==> config.mk <==
export PLATFORM = sky130hd
export DESIGN_NAME = io_unit
export DESIGN_NICKNAME = d
export VERILOG_FILES = /design/src/io_pkg.sv /design/src/uart_if.sv /design/src/io_sequencer.sv /design/src/io_unit.sv /design/src/uart_rx.sv /design/src/uart_tx.sv
export VERILOG_INCLUDE_DIRS = /design/src
export SDC_FILE = /design/constraint.sdc
export NUM_CORES = 1
export LEC_CHECK = 0
export ABC_AREA = 1
export BUFFER_PORTS_ARGS = -buffer_cell sky130_fd_sc_hd__buf_2
export CELL_PAD_IN_SITES_DETAIL_PLACEMENT = 0
export CELL_PAD_IN_SITES_GLOBAL_PLACEMENT = 2
export CORE_AREA = 2 2 115 95
export CTS_CLUSTER_DIAMETER = 200
export DETAILED_ROUTE_END_ITERATION = 10
export DIE_AREA = 0 0 117 97
export PLACE_DENSITY_LB_ADDON = 0.1
export SETUP_SLACK_MARGIN = 0.4
export SLEW_MARGIN = 15
export SYNTH_ARGS = -nofsm -noshare
export SYNTH_HDL_FRONTEND = slang
export SYNTH_HIERARCHICAL = 1
export SYNTH_SLANG_ARGS = --single-unit
==> constraint.sdc <==
create_clock -name clk -period 1.6 [get_ports clk]
set_input_delay 0.16 -clock clk [delete_from_list [all_inputs] [get_ports clk]]
set_output_delay 0.16 -clock clk [all_outputs]
set_load 0.1 [all_outputs]
==> src/io_params.svh <==
`ifndef IO_PARAMS_SVH
`define IO_PARAMS_SVH

// ==================================================
// serial line timing
// ==================================================
`define IO_CLKS_PER_BIT 8

// ==================================================
// field widths
// ==================================================
`define IO_DATA_BITS 8
`define IO_OPCODE_BITS 6

// start + data + stop
`define IO_FRAME_BITS (1 + `IO_DATA_BITS + 1)

`endif

==> src/io_pkg.sv <==
`include "io_params.svh"

package io_pkg;

    // port-I/O subset of the top instruction bits
    typedef enum logic [`IO_OPCODE_BITS-1:0] {
        OP_INLL  = 6'b110000,
        OP_INLH  = 6'b110001,
        OP_INUL  = 6'b110010,
        OP_INUH  = 6'b110011,
        OP_OUTLL = 6'b110100
    } io_opcode_t;

    // interlock sequencing
    typedef enum logic [2:0] {
        SEQ_RUN,
        SEQ_PRE_READ,
        SEQ_READ,
        SEQ_PRE_WRITE,
        SEQ_WRITE
    } io_seq_state_t;

endpackage

==> src/uart_if.sv <==
`include "io_params.svh"

// receive side handshake
interface uart_rd_if;
    logic                     ren;
    logic [`IO_DATA_BITS-1:0] rdata;
    logic                     rbusy;
    logic                     rdone;

    modport seq  (output ren, input  rdata, rbusy, rdone);
    modport uart (input  ren, output rdata, rbusy, rdone);
endinterface

// transmit side handshake
interface uart_wr_if;
    logic                     wen;
    logic [`IO_DATA_BITS-1:0] wdata;
    logic                     wbusy;
    logic                     wdone;

    modport seq  (output wen, wdata, input  wbusy, wdone);
    modport uart (input  wen, wdata, output wbusy, wdone);
endinterface

==> src/io_sequencer.sv <==
`include "io_params.svh"

module io_sequencer (
    input  logic                     clk,
    input  logic                     rstn,
    input  logic                     op_valid,
    input  io_pkg::io_opcode_t       op_code,
    input  logic [`IO_DATA_BITS-1:0] op_wdata,
    output logic                     interlock,
    output logic [`IO_DATA_BITS-1:0] rdata,
    output logic                     rdata_valid,
    uart_rd_if.seq                   rd,
    uart_wr_if.seq                   wr
);

    io_pkg::io_seq_state_t state;

    logic is_read;
    logic is_write;
    logic accept_rd;
    logic accept_wr;

    // ==================================================
    // opcode decode
    // ==================================================
    assign is_read  = (op_code == io_pkg::OP_INLL) || (op_code == io_pkg::OP_INLH) ||
                      (op_code == io_pkg::OP_INUL) || (op_code == io_pkg::OP_INUH);
    assign is_write = (op_code == io_pkg::OP_OUTLL);

    // ops only taken while the pipeline runs
    assign accept_rd = op_valid && is_read  && (state == io_pkg::SEQ_RUN);
    assign accept_wr = op_valid && is_write && (state == io_pkg::SEQ_RUN);

    // ==================================================
    // interlock fsm
    // ==================================================
    always_ff @(posedge clk) begin
        if (!rstn) begin
            state       <= io_pkg::SEQ_RUN;
            interlock   <= 1'b0;
            rdata_valid <= 1'b0;
            rd.ren      <= 1'b0;
            wr.wen      <= 1'b0;
        end else begin
            rd.ren      <= 1'b0;
            wr.wen      <= 1'b0;
            rdata_valid <= 1'b0;
            case (state)
                io_pkg::SEQ_RUN: begin
                    if (accept_rd) begin
                        interlock <= 1'b1;
                        state     <= io_pkg::SEQ_PRE_READ;
                    end else if (accept_wr) begin
                        interlock <= 1'b1;
                        state     <= io_pkg::SEQ_PRE_WRITE;
                    end
                end
                io_pkg::SEQ_PRE_READ: begin
                    if (!rd.rbusy) begin
                        rd.ren <= 1'b1;
                        state  <= io_pkg::SEQ_READ;
                    end
                end
                io_pkg::SEQ_READ: begin
                    if (rd.rdone) begin
                        rdata_valid <= 1'b1;
                        interlock   <= 1'b0;
                        state       <= io_pkg::SEQ_RUN;
                    end
                end
                io_pkg::SEQ_PRE_WRITE: begin
                    if (!wr.wbusy) begin
                        wr.wen <= 1'b1;
                        state  <= io_pkg::SEQ_WRITE;
                    end
                end
                io_pkg::SEQ_WRITE: begin
                    if (wr.wdone) begin
                        interlock <= 1'b0;
                        state     <= io_pkg::SEQ_RUN;
                    end
                end
                default: state <= io_pkg::SEQ_RUN;
            endcase
        end
    end

    // byte latches
    always_ff @(posedge clk) begin
        if (accept_wr) begin
            wr.wdata <= op_wdata;
        end
        if (state == io_pkg::SEQ_READ && rd.rdone) begin
            rdata <= rd.rdata;
        end
    end

endmodule

==> src/io_unit.sv <==
`include "io_params.svh"

module io_unit (
    input  logic                     clk,
    input  logic                     rstn,
    input  logic                     op_valid,
    input  io_pkg::io_opcode_t       op_code,
    input  logic [`IO_DATA_BITS-1:0] op_wdata,
    output logic                     interlock,
    output logic [`IO_DATA_BITS-1:0] rdata,
    output logic                     rdata_valid,
    input  logic                     rx,
    output logic                     tx
);

    uart_rd_if rd_bus ();
    uart_wr_if wr_bus ();

    // ==================================================
    // sequencing
    // ==================================================
    io_sequencer seq0 (
        .clk         (clk),
        .rstn        (rstn),
        .op_valid    (op_valid),
        .op_code     (op_code),
        .op_wdata    (op_wdata),
        .interlock   (interlock),
        .rdata       (rdata),
        .rdata_valid (rdata_valid),
        .rd          (rd_bus.seq),
        .wr          (wr_bus.seq)
    );

    // ==================================================
    // serial line
    // ==================================================
    uart_rx rx0 (
        .clk  (clk),
        .rstn (rstn),
        .rx   (rx),
        .rd   (rd_bus.uart)
    );

    uart_tx tx0 (
        .clk  (clk),
        .rstn (rstn),
        .tx   (tx),
        .wr   (wr_bus.uart)
    );

endmodule

==> src/uart_rx.sv <==
`include "io_params.svh"

module uart_rx (
    input  logic   clk,
    input  logic   rstn,
    input  logic   rx,
    uart_rd_if.uart rd
);

    localparam int CNT_W = $clog2(`IO_CLKS_PER_BIT);
    localparam int IDX_W = $clog2(`IO_FRAME_BITS);
    localparam int HALF  = `IO_CLKS_PER_BIT / 2;

    logic [1:0]               rx_sync;
    logic                     rx_s;
    logic                     armed;
    logic [CNT_W-1:0]         bit_cnt;
    logic [IDX_W-1:0]         bit_idx;
    logic [`IO_DATA_BITS-1:0] shreg;
    logic                     sample;
    logic                     last_bit;

    assign rx_s     = rx_sync[1];
    assign sample   = rd.rbusy && (bit_cnt == '0);
    assign last_bit = (bit_idx == IDX_W'(`IO_FRAME_BITS - 1));

    // ==================================================
    // frame control
    // ==================================================
    always_ff @(posedge clk) begin
        if (!rstn) begin
            rx_sync  <= 2'b11;
            armed    <= 1'b0;
            rd.rbusy <= 1'b0;
            rd.rdone <= 1'b0;
            bit_cnt  <= '0;
            bit_idx  <= '0;
        end else begin
            rx_sync  <= {rx_sync[0], rx};
            rd.rdone <= 1'b0;
            if (!rd.rbusy) begin
                // first sample lands mid start bit
                if (!rx_s) begin
                    rd.rbusy <= 1'b1;
                    bit_cnt  <= CNT_W'(HALF - 1);
                    bit_idx  <= '0;
                end
            end else if (bit_cnt != '0) begin
                bit_cnt <= bit_cnt - 1'b1;
            end else begin
                bit_cnt <= CNT_W'(`IO_CLKS_PER_BIT - 1);
                if (bit_idx == '0 && rx_s) begin
                    // glitch rather than a real start bit
                    rd.rbusy <= 1'b0;
                end else if (last_bit) begin
                    rd.rbusy <= 1'b0;
                    if (rx_s && armed) begin
                        rd.rdone <= 1'b1;
                        armed    <= 1'b0;
                    end
                end else begin
                    bit_idx <= bit_idx + 1'b1;
                end
            end
            if (rd.ren) begin
                armed <= 1'b1;
            end
        end
    end

    // lsb first
    always_ff @(posedge clk) begin
        if (sample && bit_idx != '0 && !last_bit) begin
            shreg <= {rx_s, shreg[`IO_DATA_BITS-1:1]};
        end
        if (sample && last_bit) begin
            rd.rdata <= shreg;
        end
    end

endmodule

==> src/uart_tx.sv <==
`include "io_params.svh"

module uart_tx (
    input  logic   clk,
    input  logic   rstn,
    output logic   tx,
    uart_wr_if.uart wr
);

    localparam int CNT_W = $clog2(`IO_CLKS_PER_BIT);
    localparam int IDX_W = $clog2(`IO_FRAME_BITS);

    logic [CNT_W-1:0]       bit_cnt;
    logic [IDX_W-1:0]       bit_idx;
    // data bits then the stop bit
    logic [`IO_DATA_BITS:0] shreg;

    always_ff @(posedge clk) begin
        if (!rstn) begin
            tx       <= 1'b1;
            wr.wbusy <= 1'b0;
            wr.wdone <= 1'b0;
            bit_cnt  <= '0;
            bit_idx  <= '0;
        end else begin
            wr.wdone <= 1'b0;
            if (!wr.wbusy) begin
                if (wr.wen) begin
                    // start bit
                    tx       <= 1'b0;
                    wr.wbusy <= 1'b1;
                    bit_cnt  <= '0;
                    bit_idx  <= '0;
                end
            end else if (bit_cnt != CNT_W'(`IO_CLKS_PER_BIT - 1)) begin
                bit_cnt <= bit_cnt + 1'b1;
            end else begin
                bit_cnt <= '0;
                if (bit_idx == IDX_W'(`IO_FRAME_BITS - 1)) begin
                    wr.wbusy <= 1'b0;
                    wr.wdone <= 1'b1;
                    tx       <= 1'b1;
                end else begin
                    bit_idx <= bit_idx + 1'b1;
                    tx      <= shreg[0];
                end
            end
        end
    end

    always_ff @(posedge clk) begin
        if (!wr.wbusy && wr.wen) begin
            shreg <= {1'b1, wr.wdata};
        end else if (wr.wbusy && bit_cnt == CNT_W'(`IO_CLKS_PER_BIT - 1)) begin
            shreg <= shreg >> 1;
        end
    end

endmodule
==> flow_summary_export.csv <==
group,metric,value,unit
run_status,status,"complete, no violations",
cells_and_area,area_growth,39.65,%
sta,hold_viol,0,
global_routing,grt_pass1_vias,2121,
detailed_routing,drt_wl_total,5985,um
synth,ys_seq_area_share,59.85,%
sta,fin_crit_sh,81.96,%
place,hpwlAfterDp,4075,um
setup_path,r2r_end,"rx0/rd.rdata[0]",
synth,synth-edff-count,40,
global_routing,grt_use_total,11.59,%
sta,slew_headroom,80.48,%
power,power_density,1065,nW/um2
synth,async_flop_share,0,%
detailed_routing,wl_per_cell,11.58,um
sta,tightestPinTransition,0.2925,ns
hold_path,whs_endpoint,"rx0/rx_sync[0]",
clock_tree,cts_sinks,70,
hold_path,hold_depth,2,
synth,ys_ff_latch,70,
clock_tree,numCtsBuffers,9,
die,die_w,117,um
setup_path,required,1.65,ns
cells_and_area,drive_gt1_share,43.24,%
clock_tree,cts_tree,"built",
place,place_inst,473,
synth,synth_ff_type,"edfxtp_1",
sta,finalClockSkew,0.006258,ns
run,max_cap_violations,0,
setup_path,r2r-start,"rx0/bit_cnt[0]",
clock_tree,cts_root_buffer,"clkbuf_16",
setup_path,rrSetupSlack,0.29,ns
synth,syn_area,3010,um2
detailed_routing,drc,0,
synth,netlist_instances,304,
die,io_pins,29,
sta,setup_violations,0,
power,p_total,0.004478,W
global_routing,grt_pass1_wl,10120,um
setup_path,worst-path-max-fanout,8,
clock_tree,h-tree-depth,3,
power,ir_worst_vdd,0.4192,mV
die,rows,33,
sta,slew_violations,0,
clock_tree,clk_path_buf_depth,2,
detailed_routing,vias,2097,
clock_tree,clk_latency,0.33,ns
clock_tree,clk_pin_slew,0.06,ns
global_routing,antenna_found_initial,0,
sta,fin_crit,1.311,ns
synth,yosysWarnings,6,
setup_path,worstPathArrival,1.36,ns
hold_path,min_path_type,"in2reg",
die,die_area,11350,um2
place,place.gp.congestion,0.7489,
cells_and_area,fin_cells,517,
die,fp.coreArea,10120,um2
detailed_routing,dr.pass1.iters,4,
cells_and_area,diodes,0,
cells_and_area,final_cell_mix,"63 x nand2_1, 40 x edfxtp_1, 29 x buf_4",
setup_path,cp-start-kind,"flip-flop",
cells_and_area,final_common_cell,"nand2_1",
die,die_h,97,um
global_routing,grt_max_degree,16,
setup_path,cp-end-kind,"flip-flop",
place,port-buffer-count,28,
hold_path,hp-start,"rx",
power,leakage,1.662,nW
detailed_routing,vias_per_cell,4.056,
sta,rsz0062_at_grt,"yes",
detailed_routing,ant_nets,0,
die,initial_core_util,29.76,%
synth,synth.net_count,332,
cells_and_area,finish.utilization,41.56,%
setup_path,path_class,"reg2reg",
sta,finalSetupTns,0,ns
sta,fmax,762.6,MHz
detailed_routing,initialDrtViolationCount,66,
synth,ys_types,26,
global_routing,grt_overflow,0,
synth,avgSynthCellArea,9.903,um2
setup_path,r2r_cells,7,
cells_and_area,nets,400,
worst max-delay path, cell delays in order, from the launching register on:
cell and delay, ns:
dfxtp_1 0.30, inv_2 0.07, ha_4 0.12, inv_2 0.03
nor2_4 0.14, nand2_2 0.08, nor2_4 0.14, buf_12 0.14
cells in the mapped netlist, types with 2 or more instances:
master / n / area share (%)
a21oi_1: 13 / 2.2
a21oi_2: 2 / 0.58
buf_4: 2 / 0.50
dfxtp_1: 30 / 20
edfxtp_1: 40 / 40
ha_1: 10 / 4.2
inv_1: 33 / 4.1
inv_2: 7 / 0.87
nand2_1: 71 / 8.9
nand2_2: 7 / 1.5
nand2_4: 8 / 3.0
nand3_1: 18 / 3.0
nand3_2: 2 / 0.67
nor2_1: 34 / 4.2
nor2_2: 7 / 1.5
nor2_4: 2 / 0.75
nor3_1: 3 / 0.50
o21ai_0: 6 / 1.0
or2_2: 2 / 0.42
report_power, final:
| part | internal [W] | total (W) | switching [W] | leakage, nW |
|---|---|---|---|---|
| clock | 0.00108 | 0.00191 | 0.000828 | 0.135 |
| combinational | 0.000232 | 0.000570 | 0.000338 | 0.916 |
| sequential | 0.00193 | 0.00200 | 0.0000654 | 0.610 |
| total | 0.00325 | 0.00448 | 0.00123 | 1.66 |
worst max-delay path by stage:
stage	start	end	slack (ns)	cells after the start
after floorplan	rx0/bit_cnt[1]	rx0/armed	0.31	9
after global placement	rx0/bit_cnt[1]	rx0/armed	0.20	9
after detailed placement	rx0/bit_cnt[1]	rx0/armed	0.18	9
after CTS	rx0/bit_cnt[0]	rx0/rd.rdata[0]	0.26	7
after global routing	rx0/bit_cnt[0]	rx0/rd.rdata[0]	0.23	7
final	rx0/bit_cnt[0]	rx0/rd.rdata[0]	0.29	7
area by class of cell:
class / count / area, um2
Inverter: 40 / 156.4
Tap cell: 140 / 175.2
Clock inverter: 7 / 61.31
Sequential cell: 70 / 1832
Timing Repair Buffer: 59 / 454.2
Multi-Input combinational cell: 192 / 1300
Fill cell: 1008 / 5912
Clock buffer: 9 / 225.2
flip-flops by register name, indices dropped and copies added, names as in the netlist, 2 cells and up:
name and cells:
rx0/bit_idx 4, tx0/bit_idx 4, seq0/wr.wdata 8, rx0/rd.rdata 8, rx0/bit_cnt 3, seq0/rdata 8
rx0/rx_sync 2, rx0/shreg 8, tx0/shreg 9, seq0/state 3, tx0/bit_cnt 3
what timing repair did:
item,in CTS,in global routing
endpoints found under the hold margin,8,0
setup endpoints to repair,66,56
pin swaps,11,23
gates resized for setup,38,42
gates cloned,1,1
buffers inserted,7,11
hold buffers,8,0
logic make-up after synthesis:
kind of cell / after synthesis / synth area share, %
AOI/OAI and AO/OA: 22 / 4.032
xor gates and xnor gates: 1 / 0.2910
adders and majority gates: 10 / 4.156
buffers and inverters: 43 / 5.860
DFF: 70 / 59.85
and+or+nand+nor: 158 / 25.81
through the flow:
stage | setup WS [ns] | hold WS [ns] | cell area, um2
after floorplan | 0.3127 | 0.2440 | 3063
after global placement | 0.2028 | 0.3386 | 3382
after detailed placement | 0.1831 | 0.3410 | 3382
after CTS | 0.2586 | 0.006462 | 3951
after global routing | 0.2283 | 0.02458 | 4204
final | 0.2887 | 0.01846 | 4204
metal layers:
layer,global-route usage (%),vias up,wire length (um)
met3,3.947,8,218
met4,4.615,0,82
li1,-,1120,-
met1,15.62,931,3152
met2,16.99,38,2533
met5,0,-,0
(Power assumes the default switching activity.)
